## config.mk

```make
export PLATFORM = sky130hd
export DESIGN_NAME = cpu_core
export DESIGN_NICKNAME = d
export VERILOG_FILES = /design/src/source/isa_pkg.sv /design/src/source/pipe_pkg.sv /design/src/source/pipe_reg.sv /design/src/source/alu.sv /design/src/source/register_file.sv /design/src/source/decode_unit.sv /design/src/source/hazard_unit.sv /design/src/source/forward_unit.sv /design/src/source/cpu_core.sv
export SDC_FILE = /design/constraint.sdc
export NUM_CORES = 1
export LEC_CHECK = 0
export BUFFER_PORTS_ARGS = -buffer_cell sky130_fd_sc_hd__clkbuf_2
export CAP_MARGIN = 40
export CELL_PAD_IN_SITES_DETAIL_PLACEMENT = 0
export CELL_PAD_IN_SITES_GLOBAL_PLACEMENT = 1
export CORE_MARGIN = 2
export CORE_UTILIZATION = 25
export DETAILED_ROUTE_END_ITERATION = 7
export GPL_ROUTABILITY_DRIVEN = 0
export PLACE_DENSITY_LB_ADDON = 0.1
export SLEW_MARGIN = 40
export SYNTH_ARGS = -nofsm -noshare
export SYNTH_HDL_FRONTEND = slang
export SYNTH_SLANG_ARGS = --single-unit
```

## constraint.sdc

```tcl
create_clock -name clk -period 13.7 [get_ports clk]
set_input_delay 0 -clock clk [delete_from_list [all_inputs] [get_ports clk]]
set_output_delay 0 -clock clk [all_outputs]
set_load 0.1 [all_outputs]
```

## src/source/isa_pkg.sv

```systemverilog
// --------------------
// instruction set definitions for the 16-bit core
// widths, opcodes, flag bit positions and branch condition codes
// import with isa_pkg::* in any block that decodes or executes
// --------------------
package isa_pkg;

    localparam int DATA_W    = 16;  // data and address width
    localparam int REG_IDX_W = 4;   // 16 architectural registers

    typedef logic [3:0] opcode_t;
    typedef logic [2:0] flags_t;    // {N, V, Z}

    // -------------------- opcodes
    localparam opcode_t OPC_ADD = 4'b0000;  // saturating add
    localparam opcode_t OPC_SUB = 4'b0001;  // saturating sub
    localparam opcode_t OPC_XOR = 4'b0010;
    localparam opcode_t OPC_LW  = 4'b1000;
    localparam opcode_t OPC_SW  = 4'b1001;
    localparam opcode_t OPC_LLB = 4'b1010;  // load low byte
    localparam opcode_t OPC_HLB = 4'b1011;  // load high byte
    localparam opcode_t OPC_B   = 4'b1100;  // conditional branch
    localparam opcode_t OPC_HLT = 4'b1111;

    // flag word bit indices
    localparam int FLAG_Z = 0;
    localparam int FLAG_V = 1;
    localparam int FLAG_N = 2;

    // -------------------- branch conditions in instr[11:9]
    localparam logic [2:0] COND_NE = 3'b000;
    localparam logic [2:0] COND_EQ = 3'b001;
    localparam logic [2:0] COND_GT = 3'b010;
    localparam logic [2:0] COND_LT = 3'b011;
    localparam logic [2:0] COND_GE = 3'b100;
    localparam logic [2:0] COND_LE = 3'b101;
    localparam logic [2:0] COND_OV = 3'b110;
    localparam logic [2:0] COND_UN = 3'b111;  // always taken

endpackage

```

## src/source/pipe_pkg.sv

```systemverilog
// --------------------
// pipeline structure definitions
// stage payload structs, forwarding select, reset pc and pc step
// --------------------
package pipe_pkg;

    import isa_pkg::*;

    localparam logic [DATA_W-1:0] RESET_PC = 16'h0000;
    localparam logic [DATA_W-1:0] PC_STEP  = 16'h0002;  // one 16-bit instr

    // operand source for the alu inputs
    typedef enum logic [1:0] {
        FWD_RF     = 2'b00,  // register file value latched in ID
        FWD_MEM_WB = 2'b01,  // writeback result
        FWD_EX_MEM = 2'b10   // alu result one stage ahead
    } fwd_sel_t;

    // -------------------- stage payloads
    // all-zero payload is a bubble, every control bit low
    typedef struct packed {
        logic              valid;    // low after reset or flush
        logic [15:0]       instr;
        logic [DATA_W-1:0] pc_next;
    } if_id_t;

    typedef struct packed {
        logic                 reg_write;
        logic                 mem_read;
        logic                 mem_write;
        logic                 mem_to_reg;
        logic                 alu_src;
        logic                 flag_write;
        logic                 is_halt;
        opcode_t              alu_op;
        logic [REG_IDX_W-1:0] rs;
        logic [REG_IDX_W-1:0] rt;
        logic [REG_IDX_W-1:0] rd;
        logic [DATA_W-1:0]    rs_data;
        logic [DATA_W-1:0]    rt_data;
        logic [DATA_W-1:0]    imm;
    } id_ex_t;

    typedef struct packed {
        logic                 reg_write;
        logic                 mem_read;
        logic                 mem_write;
        logic                 mem_to_reg;
        logic                 is_halt;
        logic [DATA_W-1:0]    alu_result;  // also the data address
        logic [DATA_W-1:0]    store_data;
        logic [REG_IDX_W-1:0] rd;
        logic [REG_IDX_W-1:0] rt;          // store source, for mem-mem fwd
    } ex_mem_t;

    typedef struct packed {
        logic                 reg_write;
        logic                 mem_to_reg;
        logic [DATA_W-1:0]    alu_result;
        logic [DATA_W-1:0]    load_data;
        logic [REG_IDX_W-1:0] rd;
        logic                 is_halt;
    } mem_wb_t;

endpackage

```

## src/source/pipe_reg.sv

```systemverilog
// --------------------
// generic stage register for one pipeline payload
// en holds on low, flush loads an all-zero bubble
// --------------------
`timescale 1ns/10ps

module pipe_reg #(
    parameter type payload_t = logic
) (
    input  logic     clk,
    input  logic     rst_n,
    input  logic     en,
    input  logic     flush,
    input  payload_t d,
    output payload_t q
);

    always_ff @(posedge clk or negedge rst_n) begin
        if (!rst_n) begin
            q <= '0;
        end else if (flush) begin
            q <= '0;  // bubble, all controls low
        end else if (en) begin
            q <= d;
        end
    end

endmodule

```

## src/source/alu.sv

```systemverilog
// --------------------
// EX stage arithmetic
// saturating add/sub with N V Z, xor, byte merges and memory address
// --------------------
`timescale 1ns/10ps

module alu import isa_pkg::*; (
    input  opcode_t           alu_op,
    input  logic [DATA_W-1:0] a,
    input  logic [DATA_W-1:0] b,
    output logic [DATA_W-1:0] result,
    output flags_t            flags
);

    logic [DATA_W-1:0] sum;
    logic [DATA_W-1:0] diff;
    logic              add_ovf;
    logic              sub_ovf;
    logic              ovf;

    assign sum  = a + b;
    assign diff = a - b;

    // signed overflow when result sign differs from a
    assign add_ovf = (a[DATA_W-1] == b[DATA_W-1]) && (sum[DATA_W-1] != a[DATA_W-1]);
    assign sub_ovf = (a[DATA_W-1] != b[DATA_W-1]) && (diff[DATA_W-1] != a[DATA_W-1]);

    always_comb begin
        ovf = 1'b0;
        case (alu_op)
            OPC_ADD: begin
                ovf    = add_ovf;
                result = add_ovf ? (a[DATA_W-1] ? 16'h8000 : 16'h7fff) : sum;
            end
            OPC_SUB: begin
                ovf    = sub_ovf;
                result = sub_ovf ? (a[DATA_W-1] ? 16'h8000 : 16'h7fff) : diff;
            end
            OPC_XOR: result = a ^ b;
            OPC_LLB: result = {a[15:8], b[7:0]};   // keep high byte
            OPC_HLB: result = {b[7:0], a[7:0]};    // keep low byte
            OPC_LW, OPC_SW: result = {a[DATA_W-1:1], 1'b0} + b;  // word aligned base
            default: result = '0;
        endcase
    end

    // core decides which bits get written
    assign flags[FLAG_N] = result[DATA_W-1];
    assign flags[FLAG_V] = ovf;
    assign flags[FLAG_Z] = (result == '0);

endmodule

```

## src/source/register_file.sv

```systemverilog
// --------------------
// 16 x 16-bit register file
// two read ports, one write port from WB, write data bypassed to reads
// --------------------
`timescale 1ns/10ps

module register_file import isa_pkg::*; (
    input  logic                 clk,
    input  logic                 rst_n,
    input  logic [REG_IDX_W-1:0] rs,
    input  logic [REG_IDX_W-1:0] rt,
    input  logic [REG_IDX_W-1:0] wr_idx,
    input  logic                 wr_en,
    input  logic [DATA_W-1:0]    wr_data,
    output logic [DATA_W-1:0]    rs_data,
    output logic [DATA_W-1:0]    rt_data
);

    logic [DATA_W-1:0] regs [2**REG_IDX_W];

    always_ff @(posedge clk or negedge rst_n) begin
        if (!rst_n) begin
            for (int i = 0; i < 2**REG_IDX_W; i++) begin
                regs[i] <= '0;
            end
        end else if (wr_en) begin
            regs[wr_idx] <= wr_data;
        end
    end

    // same-cycle WB write seen by ID
    assign rs_data = (wr_en && wr_idx == rs) ? wr_data : regs[rs];
    assign rt_data = (wr_en && wr_idx == rt) ? wr_data : regs[rt];

endmodule

```

## src/source/decode_unit.sv

```systemverilog
// --------------------
// ID stage decoder
// opcode to control bits, register selects and immediate
// --------------------
`timescale 1ns/10ps

module decode_unit import isa_pkg::*; (
    input  logic [15:0]          instr,
    output logic [REG_IDX_W-1:0] rs,
    output logic [REG_IDX_W-1:0] rt,
    output logic [REG_IDX_W-1:0] rd,
    output logic [DATA_W-1:0]    imm,
    output logic                 reg_write,
    output logic                 mem_read,
    output logic                 mem_write,
    output logic                 mem_to_reg,
    output logic                 alu_src,
    output logic                 flag_write,
    output logic                 is_branch,
    output logic                 is_halt,
    output opcode_t              alu_op,
    output logic [2:0]           cond
);

    opcode_t opc;
    logic    byte_ld;  // llb or hlb

    assign opc     = instr[15:12];
    assign alu_op  = opc;
    assign cond    = instr[11:9];
    assign byte_ld = (opc == OPC_LLB) || (opc == OPC_HLB);

    // byte loads read the old rd, stores read data from rd field
    assign rs = byte_ld ? instr[11:8] : instr[7:4];
    assign rt = (opc == OPC_SW) ? instr[11:8] : instr[3:0];
    assign rd = instr[11:8];

    // word offset for lw/sw, imm8 for byte loads
    assign imm = (opc == OPC_LW || opc == OPC_SW) ?
                 {{(DATA_W-5){instr[3]}}, instr[3:0], 1'b0} :
                 {{(DATA_W-8){1'b0}}, instr[7:0]};

    always_comb begin
        reg_write  = 1'b0;
        mem_read   = 1'b0;
        mem_write  = 1'b0;
        mem_to_reg = 1'b0;
        alu_src    = 1'b0;
        flag_write = 1'b0;
        is_branch  = 1'b0;
        is_halt    = 1'b0;
        case (opc)
            OPC_ADD, OPC_SUB, OPC_XOR: begin
                reg_write  = 1'b1;
                flag_write = 1'b1;
            end
            OPC_LW: begin
                reg_write  = 1'b1;
                mem_read   = 1'b1;
                mem_to_reg = 1'b1;
                alu_src    = 1'b1;  // base + offset
            end
            OPC_SW: begin
                mem_write = 1'b1;
                alu_src   = 1'b1;
            end
            OPC_LLB, OPC_HLB: begin
                reg_write = 1'b1;
                alu_src   = 1'b1;
            end
            OPC_B:   is_branch = 1'b1;
            OPC_HLT: is_halt   = 1'b1;
            default: ;  // shifts, rotate, paddsb, red fall through as no-ops
        endcase
    end

endmodule

```

## src/source/hazard_unit.sv

```systemverilog
// --------------------
// branch resolution and hazard detection in ID
// raises stall for load-use and flag dependences, flush on taken branch
// --------------------
`timescale 1ns/10ps

module hazard_unit import isa_pkg::*; (
    input  logic                 is_branch,
    input  logic [2:0]           cond,
    input  flags_t               flags,
    input  logic [8:0]           branch_off,
    input  logic [DATA_W-1:0]    pc_next,
    input  logic [REG_IDX_W-1:0] if_id_rs,
    input  logic [REG_IDX_W-1:0] if_id_rt,
    input  logic                 if_id_uses_rt,
    input  logic                 id_ex_mem_read,
    input  logic                 id_ex_flag_write,
    input  logic [REG_IDX_W-1:0] id_ex_rd,
    output logic                 stall,
    output logic                 flush,
    output logic [DATA_W-1:0]    branch_target
);

    logic cond_met;
    logic load_use;
    logic flag_wait;

    // -------------------- condition check
    always_comb begin
        case (cond)
            COND_NE: cond_met = ~flags[FLAG_Z];
            COND_EQ: cond_met = flags[FLAG_Z];
            COND_GT: cond_met = ~flags[FLAG_Z] & ~flags[FLAG_N];
            COND_LT: cond_met = flags[FLAG_N];
            COND_GE: cond_met = flags[FLAG_Z] | ~flags[FLAG_N];
            COND_LE: cond_met = flags[FLAG_N] | flags[FLAG_Z];
            COND_OV: cond_met = flags[FLAG_V];
            COND_UN: cond_met = 1'b1;
            default: cond_met = 1'b0;
        endcase
    end

    // pc+2 plus signed word offset
    assign branch_target = pc_next + {{(DATA_W-10){branch_off[8]}}, branch_off, 1'b0};

    // -------------------- stalls
    // lw result not ready until WB, store data of SW is fixed up in MEM instead
    assign load_use  = id_ex_mem_read &&
                       ((id_ex_rd == if_id_rs) || (if_id_uses_rt && id_ex_rd == if_id_rt));
    assign flag_wait = is_branch & id_ex_flag_write;  // flags land at end of EX

    assign stall = load_use | flag_wait;
    assign flush = is_branch & cond_met & ~stall;  // never together with stall

endmodule

```

## src/source/forward_unit.sv

```systemverilog
// --------------------
// forwarding selects for EX operands and MEM store data
// EX/MEM wins over MEM/WB when both match
// --------------------
`timescale 1ns/10ps

module forward_unit import isa_pkg::*; import pipe_pkg::*; (
    input  logic [REG_IDX_W-1:0] id_ex_rs,
    input  logic [REG_IDX_W-1:0] id_ex_rt,
    input  logic [REG_IDX_W-1:0] ex_mem_rd,
    input  logic [REG_IDX_W-1:0] mem_wb_rd,
    input  logic                 ex_mem_reg_write,
    input  logic                 mem_wb_reg_write,
    input  logic [REG_IDX_W-1:0] ex_mem_rt_src,
    output fwd_sel_t             fwd_a,
    output fwd_sel_t             fwd_b,
    output logic                 fwd_store
);

    // -------------------- alu operands
    assign fwd_a = (ex_mem_reg_write && ex_mem_rd == id_ex_rs) ? FWD_EX_MEM :
                   (mem_wb_reg_write && mem_wb_rd == id_ex_rs) ? FWD_MEM_WB : FWD_RF;

    assign fwd_b = (ex_mem_reg_write && ex_mem_rd == id_ex_rt) ? FWD_EX_MEM :
                   (mem_wb_reg_write && mem_wb_rd == id_ex_rt) ? FWD_MEM_WB : FWD_RF;

    // mem-mem path for lw directly before sw of the same reg
    assign fwd_store = mem_wb_reg_write && (mem_wb_rd == ex_mem_rt_src);

endmodule

```

## src/source/cpu_core.sv

```systemverilog
// --------------------
// five-stage pipelined 16-bit core with IF ID EX MEM WB stages
// instruction and data memories live outside, both read combinationally
// hlt rises once an HLT reaches WB and holds until reset
// --------------------
`timescale 1ns/10ps

module cpu_core import isa_pkg::*; import pipe_pkg::*; (
    input  logic              clk,
    input  logic              rst_n,
    input  logic [15:0]       instr,     // imem data at pc
    input  logic [DATA_W-1:0] d_rdata,   // dmem data at d_addr
    output logic [DATA_W-1:0] pc,
    output logic              hlt,
    output logic [DATA_W-1:0] d_addr,
    output logic [DATA_W-1:0] d_wdata,
    output logic              d_wen,
    output logic              d_ren
);

    // -------------------- declarations
    logic [DATA_W-1:0]    pc_plus, pc_nxt, branch_target;
    logic                 if_hlt, stall, flush;
    if_id_t               if_id_d, if_id_q;
    id_ex_t               id_ex_d, id_ex_q;
    ex_mem_t              ex_mem_d, ex_mem_q;
    mem_wb_t              mem_wb_d, mem_wb_q;

    logic [REG_IDX_W-1:0] rs, rt, rd;
    logic [DATA_W-1:0]    imm, rs_data, rt_data;
    logic                 reg_write, mem_read, mem_write, mem_to_reg;
    logic                 alu_src, flag_write, is_branch, is_halt;
    logic                 v;          // ID slot holds a real instr
    opcode_t              alu_op;
    logic [2:0]           cond;

    flags_t               flag_q, alu_flags;
    fwd_sel_t             fwd_a, fwd_b;
    logic                 fwd_store;
    logic [DATA_W-1:0]    fwd_a_data, fwd_b_data, alu_b, alu_result, wb_data;

    // -------------------- IF
    assign pc_plus = pc + PC_STEP;
    assign if_hlt  = (instr[15:12] == OPC_HLT);  // park on halt, refetch it

    assign pc_nxt = flush            ? branch_target :
                    (stall | if_hlt) ? pc : pc_plus;

    always_ff @(posedge clk or negedge rst_n) begin
        if (!rst_n) pc <= RESET_PC;
        else        pc <= pc_nxt;
    end

    assign if_id_d = '{valid: 1'b1, instr: instr, pc_next: pc_plus};

    pipe_reg #(.payload_t(if_id_t)) u_if_id (
        .clk(clk), .rst_n(rst_n),
        .en(~stall), .flush(flush),   // hold on stall, kill on taken branch
        .d(if_id_d), .q(if_id_q)
    );

    // -------------------- ID
    assign v = if_id_q.valid;

    decode_unit u_decode (
        .instr(if_id_q.instr),
        .rs(rs), .rt(rt), .rd(rd), .imm(imm),
        .reg_write(reg_write), .mem_read(mem_read), .mem_write(mem_write),
        .mem_to_reg(mem_to_reg), .alu_src(alu_src), .flag_write(flag_write),
        .is_branch(is_branch), .is_halt(is_halt),
        .alu_op(alu_op), .cond(cond)
    );

    register_file u_regfile (
        .clk(clk), .rst_n(rst_n),
        .rs(rs), .rt(rt),
        .wr_idx(mem_wb_q.rd), .wr_en(mem_wb_q.reg_write), .wr_data(wb_data),
        .rs_data(rs_data), .rt_data(rt_data)
    );

    hazard_unit u_hazard (
        .is_branch(is_branch & v),
        .cond(cond), .flags(flag_q),
        .branch_off(if_id_q.instr[8:0]), .pc_next(if_id_q.pc_next),
        .if_id_rs(rs), .if_id_rt(rt),
        .if_id_uses_rt(reg_write & ~alu_src),   // add, sub, xor
        .id_ex_mem_read(id_ex_q.mem_read), .id_ex_flag_write(id_ex_q.flag_write),
        .id_ex_rd(id_ex_q.rd),
        .stall(stall), .flush(flush), .branch_target(branch_target)
    );

    // bubble after reset or flush carries no controls
    always_comb begin
        id_ex_d            = '0;
        id_ex_d.reg_write  = reg_write & v;
        id_ex_d.mem_read   = mem_read & v;
        id_ex_d.mem_write  = mem_write & v;
        id_ex_d.mem_to_reg = mem_to_reg & v;
        id_ex_d.alu_src    = alu_src;
        id_ex_d.flag_write = flag_write & v;
        id_ex_d.is_halt    = is_halt & v;
        id_ex_d.alu_op     = alu_op;
        id_ex_d.rs         = rs;
        id_ex_d.rt         = rt;
        id_ex_d.rd         = rd;
        id_ex_d.rs_data    = rs_data;
        id_ex_d.rt_data    = rt_data;
        id_ex_d.imm        = imm;
    end

    pipe_reg #(.payload_t(id_ex_t)) u_id_ex (
        .clk(clk), .rst_n(rst_n),
        .en(1'b1), .flush(stall),     // stall inserts a bubble
        .d(id_ex_d), .q(id_ex_q)
    );

    // -------------------- EX
    forward_unit u_fwd (
        .id_ex_rs(id_ex_q.rs), .id_ex_rt(id_ex_q.rt),
        .ex_mem_rd(ex_mem_q.rd), .mem_wb_rd(mem_wb_q.rd),
        .ex_mem_reg_write(ex_mem_q.reg_write), .mem_wb_reg_write(mem_wb_q.reg_write),
        .ex_mem_rt_src(ex_mem_q.rt),
        .fwd_a(fwd_a), .fwd_b(fwd_b), .fwd_store(fwd_store)
    );

    assign fwd_a_data = (fwd_a == FWD_EX_MEM) ? ex_mem_q.alu_result :
                        (fwd_a == FWD_MEM_WB) ? wb_data : id_ex_q.rs_data;
    assign fwd_b_data = (fwd_b == FWD_EX_MEM) ? ex_mem_q.alu_result :
                        (fwd_b == FWD_MEM_WB) ? wb_data : id_ex_q.rt_data;
    assign alu_b      = id_ex_q.alu_src ? id_ex_q.imm : fwd_b_data;

    alu u_alu (
        .alu_op(id_ex_q.alu_op),
        .a(fwd_a_data), .b(alu_b),
        .result(alu_result), .flags(alu_flags)
    );

    // xor touches only Z of the flag register
    always_ff @(posedge clk or negedge rst_n) begin
        if (!rst_n) begin
            flag_q <= '0;
        end else if (id_ex_q.flag_write) begin
            flag_q[FLAG_Z] <= alu_flags[FLAG_Z];
            if (id_ex_q.alu_op != OPC_XOR) begin
                flag_q[FLAG_N] <= alu_flags[FLAG_N];
                flag_q[FLAG_V] <= alu_flags[FLAG_V];
            end
        end
    end

    assign ex_mem_d = '{reg_write:  id_ex_q.reg_write,  mem_read: id_ex_q.mem_read,
                        mem_write:  id_ex_q.mem_write,  mem_to_reg: id_ex_q.mem_to_reg,
                        is_halt:    id_ex_q.is_halt,    alu_result: alu_result,
                        store_data: fwd_b_data,         rd: id_ex_q.rd,
                        rt:         id_ex_q.rt};

    pipe_reg #(.payload_t(ex_mem_t)) u_ex_mem (
        .clk(clk), .rst_n(rst_n),
        .en(1'b1), .flush(1'b0),
        .d(ex_mem_d), .q(ex_mem_q)
    );

    // -------------------- MEM
    assign d_addr  = ex_mem_q.alu_result;
    assign d_wdata = fwd_store ? wb_data : ex_mem_q.store_data;  // lw then sw fixup
    assign d_wen   = ex_mem_q.mem_write;
    assign d_ren   = ex_mem_q.mem_read;

    assign mem_wb_d = '{reg_write:  ex_mem_q.reg_write, mem_to_reg: ex_mem_q.mem_to_reg,
                        alu_result: ex_mem_q.alu_result, load_data: d_rdata,
                        rd:         ex_mem_q.rd,        is_halt: ex_mem_q.is_halt};

    pipe_reg #(.payload_t(mem_wb_t)) u_mem_wb (
        .clk(clk), .rst_n(rst_n),
        .en(1'b1), .flush(1'b0),
        .d(mem_wb_d), .q(mem_wb_q)
    );

    // -------------------- WB
    assign wb_data = mem_wb_q.mem_to_reg ? mem_wb_q.load_data : mem_wb_q.alu_result;
    assign hlt     = mem_wb_q.is_halt;  // refetched HLTs keep this high

endmodule

```

* Word-level counts from Yosys, hierarchy flattened
Cells that the tools add are included.
** Operators by class
- Add/subtract/negate cells :: 5
- $lt $le $gt $ge :: 4
- Equality and inequality tests :: 42
- Multiplexer cells :: 43
- Bitwise gates (word level) :: 23
- Reduce and logical (&&, ||, !) cells :: 24
** Operators with widths (number)
- two-way mux 16 bit :: 20
- bitwise mux 256 bit :: 1
- binary-select mux 16 bit (select 4 bit) :: 2
- one-hot mux 16 bit (6 select lines) :: 1
- two-way mux 71 bit :: 1
- two-way mux 33 bit :: 2
- demux 16 bit (select 4 bit) :: 1
- adder 16 bit :: 3
- == test 4 bit (second input constant) :: 11
- == test 4 bit :: 9
- adder 16 x 2 -> 16 bit (second input constant) :: 1
- logical NOT 16 bit :: 1
- subtractor 16 bit :: 1
- XOR 16 bit :: 1
- >= comparator 5 bit (second input constant) :: 3
- NOT 4 -> 5 bit :: 3
- == test 3 bit (second input constant) :: 4
- logical AND 1 bit :: 12
- bitwise AND 1 bit :: 11
- two-way mux 1 bit :: 9
- == test 4 x 1 -> 1 bit (second input constant) :: 2
- == test 4 x 2 -> 1 bit (second input constant) :: 2
- logical NOT 4 bit :: 2
- two-way mux 4 bit :: 2
- other kinds (22) :: 36
** Word-level totals
- Register bits :: 463
- Input port bits :: 34
- Output and inout bits :: 51
- Word-level logic and storage cells :: 192

* Logic depth before layout (Yosys ltp)
Gate-level depths: netlist (run 1).
- Depth in word-level cells :: 14
- Depth in mapped cells :: 31
- Gate-level depth less buffers :: 27

* Cells and area by module
Synthesis (run 1) repeated with hierarchy kept, for this count alone.
** Unflattened totals
- Cells, all modules :: 2507
- Area total of the unflattened synthesis :: 29179.2 um^2
** By module, submodules not included
- register_file :: times used 1, cells an instance 885, area each 14187.4 um^2
- alu :: times used 1, cells an instance 429, area each 2939.1 um^2
- pipe_reg (u_id_ex) :: times used 1, cells an instance 229, area each 2901.5 um^2
- cpu_core :: times used 1, cells an instance 394, area each 2857.7 um^2
- pipe_reg (u_ex_mem) :: times used 1, cells an instance 145, area each 1860.5 um^2
- pipe_reg (u_mem_wb) :: times used 1, cells an instance 126, area each 1595.3 um^2
- pipe_reg (u_if_id) :: times used 1, cells an instance 107, area each 1367.6 um^2
- hazard_unit :: times used 1, cells an instance 106, area each 798.3 um^2
- decode_unit :: times used 1, cells an instance 51, area each 419.2 um^2
- forward_unit :: times used 1, cells an instance 35, area each 252.7 um^2

* Least setup slack after synthesis (run 1)
OpenSTA, ideal clock, no wires.
- Path type :: register to register
- Start point :: register u_ex_mem.q[5] in the netlist's numbering
- End point :: register flag_q[0]
- Setup time :: 103 ps
- Data arrival time :: 6464 ps
- Data required time :: 13597 ps
- Slack :: 7132 ps
- Stages on the path, launching flop included :: 27
- Path buffers :: 4
- Period minus slack after synthesis :: 6568 ps
- Cell sequence :: dfrtp_1 -> xor2_1 -> nor3_1 -> and2_1 -> buf_2 -> buf_1 -> buf_1 -> mux2i_1 -> inv_1 -> ha_1 -> nor2b_1 -> o31a_1 -> o41a_1 -> a31o_2 -> a21oi_1 -> o21bai_1 -> a21oi_1 -> o21bai_1 -> fa_1 -> and2_0 -> clkbuf_1 -> nand2_1 -> nor3_2 -> a2111o_1 -> a211o_1 -> or4b_1 -> o41ai_2
** Between the ends
- Longest elaborated chain between the ends :: 13
- Elaborated cells on any way between the ends :: 30
- Classes of those cells :: add/sub (3); eq/ne (10); mux (11); bitwise (1); reduce/logical (5)
** Ends and longest elaborated chain
- start: declaration :: line pipe_reg.sv:15 : output payload_t q
- start signal: assignment :: line pipe_reg.sv:20 : q <= '0;
- start signal: assignment :: line pipe_reg.sv:22 : q <= '0;
- start signal: assignment :: line pipe_reg.sv:24 : q <= d;
- == test 4 bit :: line forward_unit.sv:24 : assign fwd_b = (ex_mem_reg_write && ex_mem_rd == id_ex_rt) ? FWD_EX_MEM :
- logical AND 1 bit :: line forward_unit.sv:24
- two-way mux 2 bit :: line forward_unit.sv:24
- == test 2 x 1 -> 1 bit :: line cpu_core.sv:129 : (fwd_b == FWD_MEM_WB) ? wb_data : id_ex_q.rt_data;
- two-way mux 16 bit :: line cpu_core.sv:129
- two-way mux 16 bit :: line cpu_core.sv:128 : assign fwd_b_data = (fwd_b == FWD_EX_MEM) ? ex_mem_q.alu_result :
- two-way mux 16 bit :: line cpu_core.sv:130 : assign alu_b = id_ex_q.alu_src ? id_ex_q.imm : fwd_b_data;
- subtractor 16 bit or adder 16 bit (tied branches) :: line alu.sv:22, alu.sv:21
- inequality test 1 bit (on tied branches) :: line alu.sv:26, alu.sv:25
- logical AND 1 bit (on tied branches) :: line alu.sv:26, alu.sv:25
- two-way mux 16 bit (on tied branches) :: line alu.sv:37, alu.sv:33
- one-hot mux 16 bit (6 select lines) (*) :: line alu.sv:30 : case (alu_op)
- net alu_result[13] :: line cpu_core.sv:40 : logic [DATA_W-1:0] fwd_a_data, fwd_b_data, alu_b, alu_result, wb_data;
- logical NOT 16 bit (*) :: line alu.sv:50 : assign flags[FLAG_Z] = (result == '0);
- end signal: indexed assignment :: line cpu_core.sv:143 : flag_q[FLAG_Z] <= alu_flags[FLAG_Z];
- end signal: indexed assignment :: line cpu_core.sv:145 : flag_q[FLAG_N] <= alu_flags[FLAG_N];
- end signal: indexed assignment :: line cpu_core.sv:146 : flag_q[FLAG_V] <= alu_flags[FLAG_V];
- end: declaration :: line cpu_core.sv:37 : flags_t flag_q, alu_flags;
The timed path passes the listed nets; every way through them passes the cells marked *.
A chain may end at the register's enable or synchronous reset.

* Worst setup path in the final report (run 1)
- Start point :: register u_id_ex.q[52] in the netlist's numbering
- End point :: register flag_q[0]
** Between the ends
- Longest elaborated chain between the ends :: 14
- Elaborated cells on any way between the ends :: 25
- Classes of those cells :: add/sub (3); eq/ne (8); mux (8); bitwise (1); reduce/logical (5)
** Ends and longest elaborated chain
- start: declaration :: line pipe_reg.sv:15
- start signal: assignment :: line pipe_reg.sv:20
- start signal: assignment :: line pipe_reg.sv:22
- start signal: assignment :: line pipe_reg.sv:24
- == test 4 bit :: line forward_unit.sv:25 : (mem_wb_reg_write && mem_wb_rd == id_ex_rt) ? FWD_MEM_WB : FWD_RF;
- logical AND 1 bit :: line forward_unit.sv:25
- two-way mux 1 bit :: line forward_unit.sv:25
- two-way mux 2 bit (*) :: line forward_unit.sv:24
- == test 2 x 1 -> 1 bit :: line cpu_core.sv:129
- two-way mux 16 bit :: line cpu_core.sv:129
- two-way mux 16 bit (*) :: line cpu_core.sv:128
- net fwd_b_data[2] :: line cpu_core.sv:40
- two-way mux 16 bit (*) :: line cpu_core.sv:130
- subtractor 16 bit or adder 16 bit (tied branches) :: line alu.sv:22, alu.sv:21
- inequality test 1 bit (on tied branches) :: line alu.sv:26, alu.sv:25
- logical AND 1 bit (on tied branches) :: line alu.sv:26, alu.sv:25
- two-way mux 16 bit (on tied branches) :: line alu.sv:37, alu.sv:33
- one-hot mux 16 bit (6 select lines) (*) :: line alu.sv:30
- net alu_result[13] :: line cpu_core.sv:40
- logical NOT 16 bit (*) :: line alu.sv:50
Marks and branches as above.

==> impl_metrics.toml, run 1 <==
[die]
placement_rows = 118
coreArea_mm2 = 0.104
die_width_um = 327
initial_core_util = 0.252
design.portCount = 85
die_h_um = 327
design.die.area_mm2 = 0.107

[yosys]
synth_seq_cells = 454
synth-main-ff-cell = "sky130_fd_sc_hd__dfrtp_1"
synthDistinctLibCells = 86
synth_cells = 3269
yosysSeqAreaShare = 0.435
syn-cell-area_mm2 = 0.0261
postSynthAreaPerCell_um2 = 7.99
async_flop_share = 1.00
synth_fp_nets = 3354
synth_enable_flop_cells = 0
synth.yosys.warnings = 0

[clock_tree]
clkSlewWorstSetupHoldPaths_ps = 60
cts-root-to-sink-buffers = 3
tritoncts = "built"
cts_buffers = 60
cts_hold_repair.buffers = 48
numClockSinks = 454
post_cts_buffers = 0
post_cts_resize_count = 0
cts.root.buffer_cell = "sky130_fd_sc_hd__clkbuf_16"
worst_skew_pair.late_latency_ps = 660
htree_levels = 2

[place]
placed_cells_incl_taps = 4530
detailedPlacementHpwl_um = 73900
portBuffers = 84

[timing]
fin_skew_ps = 29.3
fmaxAchievable_mhz = 133
tightestPinTransition_ps = 993
post-route-period-util = 0.548
timing.final.crit_period_ps = 7510
report.final.slew_viol_count = 0
count_of_final_setup_violators = 0
maxSlewHeadroom = 0.338
timing_hold_violations_final = 0
totalNegativeSetupSlack_ps = 0
unrepaired_setup_endpoints_after_global_routing = "false"

[final_layout]
layoutNonFillerInstCount = 4693
number_of_nets_in_the_layout = 3346
mostFrequentLayoutCells = "sky130_fd_sc_hd__nand2_1, sky130_fd_sc_hd__dfrtp_1, sky130_fd_sc_hd__nor2_1"
drive_above_1_share = 0.106
layout-area-overhead-vs-synth_pct = 17.4
mostFrequentLayoutCell = "sky130_fd_sc_hd__nand2_1"

[power_and_ir_drop]
switching_power_mw = 3.42
cell_int_power_mw = 3.88
comb_power_share = 0.449
worst_ir_drop_vdd_v = 0.000163
powerDensity_mw_per_mm2 = 238
clock_power_share = 0.229
swShare = 0.469
power_leakage_nw = 12.9
sequentialPowerShare = 0.323

[global_routing]
antenna_found_initial = 5
grt_first_pass_wirelength_um = 171000
vias_in_the_first_global_route = 24100
grt_max_degree = 131
gr-usage-all-layers = 0.216
grt-ovfl-total = 0

[worst_setup_path]
cp_slowest_stage_delay_ps = 620
critPathCaptureType = "register"
critPathArrivalTime_ps = 8060
critical-path-slowest-cell = "sky130_fd_sc_hd__fa_1"
critical_path.cell_chain = "xor2_1 -> nor3_2 -> and2_1 -> buf_4 -> nand2_1 -> o21ai_1 -> mux2i_1 -> ha_1 -> o21a_1 -> o31a_1 -> o41a_1 -> a31o_2 -> a21oi_1 -> o21bai_1 -> a21oi_1 -> o21bai_1 -> fa_1 -> and2_0 -> nand2_1 -> nor3_2 -> a2111o_1 -> a211o_1 -> or4b_1 -> o41ai_2"
critical_path_required_ps = 14250
critical_path.startpoint_type = "register"
critPathKind = "register to register"
timing.critical_path.fanout_max = 17

[route]
via_per_inst = 5.19
route.vias.total = 24300
initialDrtViolationCount = 2077
antenna_violating_nets_post_route = 0
post_drt_wl_per_cell_um = 25.0
final_wirelength_um = 117000
drc = 0
drt_first_pass_iters = 8

[status]
outcome = "completed"

[worst_hold_path]
hold_path_class = "input pin to register"

[run]
timing.max_cap.violations = 0
==> per-layer routing <==
layer	vias up	part of all wire	track usage
li1	11300	-	-
met2	775	0.45	0.339
met5	-	0	0
met1	12100	0.47	0.307
met3	164	0.052	0.0289
met4	0	0.029	0.0692
==> final timing paths <==
kind,end,slack [ps],from,cells after the start
min,u_mem_wb.q[7]$_DFF_PN0_,40,d_rdata[2],2
min in group asynchronous,u_regfile.regs[181]$_DFFE_PN0P_,380,rst_n,3
max in group asynchronous,u_mem_wb.q[38]$_DFF_PN0_,10940,rst_n,7
min reg2reg,u_mem_wb.q[0]$_DFF_PN0_,350,u_ex_mem.q[40]$_DFF_PN0_,0
max reg2reg,flag_q[0]$_DFFE_PN0P_,6190,u_id_ex.q[52]$_DFF_PN0_,24
max,flag_q[0]$_DFFE_PN0P_,6190,u_id_ex.q[52]$_DFF_PN0_,24
==> through the flow <==
step	hold WS [ps]	setup WS (ps)	area [µm²]	power (mW)	utilization
after floorplan	-296	7130	26100	4.50	-
after global placement	79.7	5880	28000	5.61	0.270
after detailed placement	87.6	6140	28000	5.61	0.270
after CTS	6.62	6110	30600	7.34	0.295
after global routing	39.1	5770	30700	7.76	0.296
final	41.1	6190	30700	7.30	0.296
==> final cells by class <==
type / count / area (µm²)
multi-input cells: 2478 / 13700
fillers: 11100 / 73000
diodes: 2 / 5.00
inverters: 52 / 198
clock buffers: 89 / 1840
repair buffers: 215 / 1620
clock inverters: 23 / 251
flip-flops and latches: 454 / 11400
well taps: 1380 / 1730
==> power groups by stage <==
stage	Sequential (mW)	Clock [mW]	Combinational, mW
2_1_floorplan	2.33	0	2.17
3_3_place_gp	2.37	0	3.24
3_5_place_dp	2.37	0	3.24
4_1_cts	2.35	1.73	3.26
5_1_grt	2.43	1.77	3.56
6_report	2.36	1.67	3.28
==> kinds of logic (layout without fill, tap and decap cells) <==
logic type                 Yosys count  count (layout)  share of synthesized area
xor gates and xnor gates            83              83                     0.0278
other                                0               2                          0
muxes                               36              36                     0.0141
DFF                                454             454                      0.435
AOI/OAI and AO/OA                  817             817                      0.195
and+or+nand+nor                   1491            1491                      0.248
adders and majority gates           51              51                     0.0259
buffers and inverters              337             379                     0.0542
==> critical path, delay by kind of cell, from the launching register on <==
kind	cells	cell delay, ps
flops	1	410
simple gates	7	2210
fa+ha+maj	2	1100
xor+xnor	1	180
compound gates	12	2880
buf+inv	1	370
mux	1	210
==> synthesized netlist by cell type, drive strengths merged, types with 5 or more instances <==
cell type,count,area share
nand2,779,0.11
dfrtp,454,0.43
nor2,315,0.046
a21oi,302,0.058
clkbuf,216,0.031
o21ai,212,0.041
nand3,160,0.031
a311oi,99,0.033
and3,82,0.020
buf,69,0.016
xnor2,60,0.020
inv,52,0.0076
ha,46,0.022
a31oi,41,0.0098
nor3,33,0.0073
mux2i,32,0.012
o31ai,25,0.0088
xor2,23,0.0077
a211oi,21,0.0060
nand2b,21,0.0050
and2,18,0.0044
nor2b,17,0.0041
o21a,13,0.0037
a211o,11,0.0037
o211ai,9,0.0026
nand3b,8,0.0023
nor4,8,0.0022
o21bai,8,0.0023
or3,8,0.0019
a21o,7,0.0020
a221o,7,0.0027
or2,7,0.0017
a221oi,6,0.0020
a32oi,6,0.0020
nand4,6,0.0014
nor4b,6,0.0023
fa,5,0.0038
nand4b,5,0.0017
nor3b,5,0.0014
o221ai,5,0.0017
o31a,5,0.0020
==> registers in the layout (all words and copies together), names as in the netlist <==
name,flops
u_id_ex.q,63
u_regfile.regs,256
u_ex_mem.q,44
u_if_id.q,33
flag_q,3
u_mem_wb.q,39
pc,16
Note: power is estimated with default switching activity, not from simulation.
==> run 2: changes to the inputs <==
clock period = 7.1 ns   (was 13.7 ns; I/O delays follow)
==> impl_metrics.toml, run 2 (synthesis gave the netlist of run 1 again) <==
[status]
outcome = "completed"

[final_layout]
register_with_the_most_flip_flops = "u_regfile.regs"
post-route-util = 0.299
layout-area-overhead-vs-synth_pct = 18.4
mostFrequentLayoutCell = "sky130_fd_sc_hd__nand2_1"
mostFrequentLayoutCells = "sky130_fd_sc_hd__nand2_1, sky130_fd_sc_hd__dfrtp_1, sky130_fd_sc_hd__nor2_1"
largest_register_ff_count = 256
drive_above_1_share = 0.114
largestRegisters = "u_regfile.regs x256, u_id_ex.q x63, u_ex_mem.q x44"
number_of_nets_in_the_layout = 3371

[global_routing]
antenna_found_initial = 1
vias_in_the_first_global_route = 24300
grt_first_pass_wirelength_um = 174000
grt_max_degree = 130
gr-usage-all-layers = 0.219
grt-ovfl-total = 0

[timing]
fmaxAchievable_mhz = 149
tightestPinTransition_ps = 972
timing_hold_violations_final = 0
timing.final.ws_setup_ps = 397
totalNegativeSetupSlack_ps = 0
post-route-period-util = 0.944
maxSlewHeadroom = 0.352
unrepaired_setup_endpoints_after_global_routing = "false"
report.final.slew_viol_count = 0
fin_skew_ps = 17.9
count_of_final_setup_violators = 0
timing.final.crit_period_ps = 6700

[route]
drt_first_pass_iters = 7
final_wirelength_um = 118000
antenna_violating_nets_post_route = 0
post_drt_wl_per_cell_um = 25.0
route.vias.total = 24400
initialDrtViolationCount = 2321
drc = 0
via_per_inst = 5.18

[die]
initial_core_util = 0.252
die_width_um = 327
design.portCount = 85
placement_rows = 118
die_h_um = 327
coreArea_mm2 = 0.104
design.die.area_mm2 = 0.107

[clock_tree]
htree_levels = 2
clkSlewWorstSetupHoldPaths_ps = 60
worst_skew_pair.late_latency_ps = 670
cts-root-to-sink-buffers = 3
cts.root.buffer_cell = "sky130_fd_sc_hd__clkbuf_16"
numClockSinks = 454
tritoncts = "built"
cts_buffers = 58
post_cts_buffers = 0

[place]
detailedPlace.worstSlack_ps = 318
detailedPlacementHpwl_um = 75600
portBuffers = 84

[power_and_ir_drop]
worst_ir_drop_vdd_v = 0.000236
power_leakage_nw = 13.0
powerDensity_mw_per_mm2 = 461
power.total_mw = 14.3

[worst_setup_path]
cp_num_buf_inv = 2
setup.reg_to_reg.worst_slack_ps = 400
critPathKind = "register to register"
cp_slowest_stage_delay_ps = 600
critPathCaptureType = "register"
critical_path_required_ps = 7660
worst_path_dominant_cell_family = "compound AO/OA/AOI/OAI gates"
timing.critical_path.fanout_max = 9
critPathArrivalTime_ps = 7270
critical_path.startpoint_type = "register"
critical-path-slowest-cell = "sky130_fd_sc_hd__fa_1"

[worst_hold_path]
hold_path_class = "input pin to register"

[run]
timing.max_cap.violations = 0
[run 2: changes by cell type in the layout (fill, tap and decap cells not counted), sizes merged]
cell / change
bufinv: +5
inv: +1
buf: +26
clkinvlp: +1
clkbuf: -10
and2: +1
[run 2: worst reg2reg max path, stage by stage, from the launching register on]
cell,delay [ps]
sky130_fd_sc_hd__dfrtp_2,490
sky130_fd_sc_hd__xnor2_1,200
sky130_fd_sc_hd__nand3_1,190
sky130_fd_sc_hd__nor2_1,280
sky130_fd_sc_hd__o21ai_0,160
sky130_fd_sc_hd__o21ai_0,270
sky130_fd_sc_hd__mux2_2,230
sky130_fd_sc_hd__inv_1,50
sky130_fd_sc_hd__ha_1,310
sky130_fd_sc_hd__nor2b_1,150
sky130_fd_sc_hd__o31a_1,290
sky130_fd_sc_hd__o41a_1,400
sky130_fd_sc_hd__a31o_2,280
sky130_fd_sc_hd__a21oi_1,210
sky130_fd_sc_hd__o21bai_1,130
sky130_fd_sc_hd__a21oi_1,190
sky130_fd_sc_hd__o21bai_1,120
sky130_fd_sc_hd__fa_1,600
sky130_fd_sc_hd__and2_0,200
sky130_fd_sc_hd__buf_4,180
sky130_fd_sc_hd__a32oi_1,140
sky130_fd_sc_hd__o21ai_0,150
sky130_fd_sc_hd__a21oi_1,150
sky130_fd_sc_hd__o211ai_1,150
sky130_fd_sc_hd__a31oi_1,220
sky130_fd_sc_hd__nor4bb_2,400
sky130_fd_sc_hd__nand4b_1,170
sky130_fd_sc_hd__o41ai_2,300
[run 2: area by class of cell]
class                      count  area (µm²)
clock buffer                  79        1690
inverter                      52         198
multi-input combinational   2479       13700
tap                         1380        1730
antenna                        2        5.00
fill                       11100       72700
timing repair buffer         241        1860
sequential                   454       11400
clock inverter                30         418
[run 2: final timing paths]
kind | start | end | depth (start not counted)
max in group asynchronous | rst_n | u_mem_wb.q[2]$_DFF_PN0_ | 6
max | u_mem_wb.q[2]$_DFF_PN0_ | flag_q[0]$_DFFE_PN0P_ | 27
min reg2reg | u_id_ex.q[64]$_DFF_PN0_ | u_ex_mem.q[40]$_DFF_PN0_ | 0
max reg2reg | u_mem_wb.q[2]$_DFF_PN0_ | flag_q[0]$_DFFE_PN0P_ | 27
min | d_rdata[2] | u_mem_wb.q[7]$_DFF_PN0_ | 2
min in group asynchronous | rst_n | u_regfile.regs[121]$_DFFE_PN0P_ | 3
[run 2: per-stage QoR]
stage	std cells	cell area, µm²	hold slack [ps]
finish	4717	30900	66.6
global route	4715	30900	49.9
CTS	4710	30800	1.19
detailed placement	4555	28200	111
global placement	4555	28200	108
floorplan	3269	26100	-296
[run 2: power breakdown]
| group | total (mW) | switching, mW | internal [mW] |
|---|---|---|---|
| Clock | 3.29 | 1.30 | 1.99 |
| Sequential | 4.57 | 0.962 | 3.61 |
| Combinational | 6.40 | 4.38 | 2.02 |
| Total | 14.3 | 6.64 | 7.62 |
[run 2: metal layers]
layer	global-route usage	up-vias	wire length, µm
li1	-	11300	-
met1	0.313	12200	55600
met2	0.348	739	53500
met3	0.0232	168	5510
met4	0.0643	2	3300
met5	0	-	13
[run 2: repair_timing]
| item | 4_1_cts | 5_1_grt |
|---|---|---|
| hold endpoints to repair | 120 | 40 |
| resized for setup | 0 | 10 |
| setup endpoints to repair | 0 | 1 |
| hold buffers | 46 | 1 |
==> run 3: changes to the inputs <==
BUFFER_PORTS_ARGS = not set   (was -buffer_cell sky130_fd_sc_hd__clkbuf_2)
DONT_BUFFER_PORTS = 1   (was not set)
HOLD_SLACK_MARGIN = 0.03   (was not set)
clock period = 6.8 ns   (was 7.1 ns; I/O delays follow)
==> impl_metrics.toml, run 3 (synthesis gave the netlist of run 1 again) <==
[final_layout]
largest_register_ff_count = 256
mostFrequentLayoutCells = "sky130_fd_sc_hd__nand2_1, sky130_fd_sc_hd__dfrtp_1, sky130_fd_sc_hd__nor2_1"
multi_input_area_mm2 = 0.0138
post-route-util = 0.299
fill_cells = 11100
drive_above_1_share = 0.109
design_area_mm2 = 0.0310
seq_area_mm2 = 0.0114
largestRegisters = "u_regfile.regs x256, u_id_ex.q x63, u_ex_mem.q x44"
number_of_nets_in_the_layout = 3339
layout-area-overhead-vs-synth_pct = 18.5
mostFrequentLayoutCell = "sky130_fd_sc_hd__nand2_1"
register_with_the_most_flip_flops = "u_regfile.regs"

[global_routing]
gr-usage-all-layers = 0.218
grt_max_degree = 455
vias_in_the_first_global_route = 23900
antenna_found_initial = 4
grt-ovfl-total = 0
grt_first_pass_wirelength_um = 172000

[clock_tree]
cts.root.buffer_cell = "sky130_fd_sc_hd__clkbuf_16"
numClockSinks = 454
cts_buffers = 60
post_cts_buffers = 0
clkSlewWorstSetupHoldPaths_ps = 60
tritoncts = "built"
worst_skew_pair.late_latency_ps = 690
htree_levels = 2
cts-root-to-sink-buffers = 3

[timing]
final_layout_worst_hold_slack_ps = 78.3
tightestPinTransition_ps = 890
post-route-period-util = 0.953
totalNegativeSetupSlack_ps = 0
fin_skew_ps = 40.3
maxSlewHeadroom = 0.400
count_of_final_setup_violators = 0
timing.final.ws_setup_ps = 318
fmaxAchievable_mhz = 154
unrepaired_setup_endpoints_after_global_routing = "false"
timing_hold_violations_final = 0
report.final.slew_viol_count = 0
timing.final.crit_period_ps = 6480

[place]
portBuffers = 0
detailedPlacementHpwl_um = 75000
detailedPlace.worstSlack_ps = 351
postPlaceCellArea_mm2 = 0.0282

[worst_setup_path]
critPathCaptureType = "register"
timing.critical_path.fanout_max = 11
critical-path-slowest-cell = "sky130_fd_sc_hd__or4b_1"
cp_slowest_stage_delay_ps = 550
critPathArrivalTime_ps = 7070
critical_path_required_ps = 7390
critical_path.most_common_cell = "sky130_fd_sc_hd__a21oi_1"
critPathKind = "register to register"
critical_path.startpoint_type = "register"

[die]
initial_core_util = 0.252
die_h_um = 327
design.portCount = 85
coreArea_mm2 = 0.104
die_width_um = 327
design.die.area_mm2 = 0.107
placement_rows = 118

[power_and_ir_drop]
powerDensity_mw_per_mm2 = 481
worst_ir_drop_vdd_v = 0.000248
power_leakage_nw = 12.9

[route]
drt_first_pass_iters = 6
via_per_inst = 5.18
antenna_violating_nets_post_route = 0
initialDrtViolationCount = 2200
final_wirelength_um = 119000
drc = 0
post_drt_wl_per_cell_um = 25.4
route.vias.total = 24300

[run]
timing.max_cap.violations = 0

[status]
outcome = "completed"

[worst_hold_path]
hold_path_class = "input pin to register"
-- run 3: repair_timing --
item | in CTS | in global routing
hold buffers | 55 | 4
setup endpoints to repair | 0 | 1
hold endpoints to repair | 493 | 321
resized for setup | 0 | 7
-- run 3: worst max-delay path: cells and delay by family, from the launching register on --
| kind | cells | cell delay [ps] |
|---|---|---|
| AOI/OAI and AO/OA | 12 | 2930 |
| and+or+nand+nor | 6 | 1250 |
| adders and majority gates | 2 | 840 |
| buffers and inverters | 3 | 510 |
| DFF | 1 | 400 |
| muxes | 1 | 300 |
| xor gates and xnor gates | 1 | 140 |
-- run 3: final timing paths --
| check | start | to | cells past startpoint | slack [ps] |
|---|---|---|---|---|
| worst max-delay path | u_mem_wb.q[3]$_DFF_PN0_ | flag_q[0]$_DFFE_PN0P_ | 25 | 320 |
| worst min-delay path | instr[6] | u_if_id.q[22]$_DFFE_PN0P_ | 3 | 80 |
| worst max register to register | u_mem_wb.q[3]$_DFF_PN0_ | flag_q[0]$_DFFE_PN0P_ | 25 | 320 |
| worst min register to register | u_ex_mem.q[40]$_DFF_PN0_ | u_mem_wb.q[0]$_DFF_PN0_ | 0 | 350 |
| max in group asynchronous | rst_n | pc[7]$_DFFE_PN0P_ | 6 | 4480 |
| min in group asynchronous | rst_n | u_regfile.regs[25]$_DFFE_PN0P_ | 4 | 450 |
-- run 3: layout make-up --
cell class,count,share of cell area
inverter,52,0.00638
clock inverter,19,0.00743
multi-input combinational,2478,0.444
antenna,1,0.0000808
timing repair buffer,208,0.0600
tap,1380,0.0557
clock buffer,94,0.0585
sequential,454,0.367
-- run 3: per-stage QoR --
step | instances | power, mW
CTS | 4677 | 14.9
floorplan | 3269 | 9.07
detailed placement | 4509 | 11.4
global route | 4685 | 15.8
global placement | 4508 | 11.4
finish | 4686 | 14.9
-- run 3: routing by layer --
layer | track usage | vias to the layer above | share of wire
li1 | - | 11300 | -
met1 | 0.313 | 12100 | 0.48
met2 | 0.341 | 734 | 0.45
met3 | 0.0268 | 200 | 0.048
met4 | 0.0644 | 0 | 0.028
met5 | 0 | - | 0
-- run 3: power breakdown --
part	switching (mW)	total (mW)	internal [mW]
Combinational	4.35	6.53	2.18
Clock	1.36	3.34	1.97
Sequential	1.27	5.04	3.77
Total	6.99	14.9	7.92
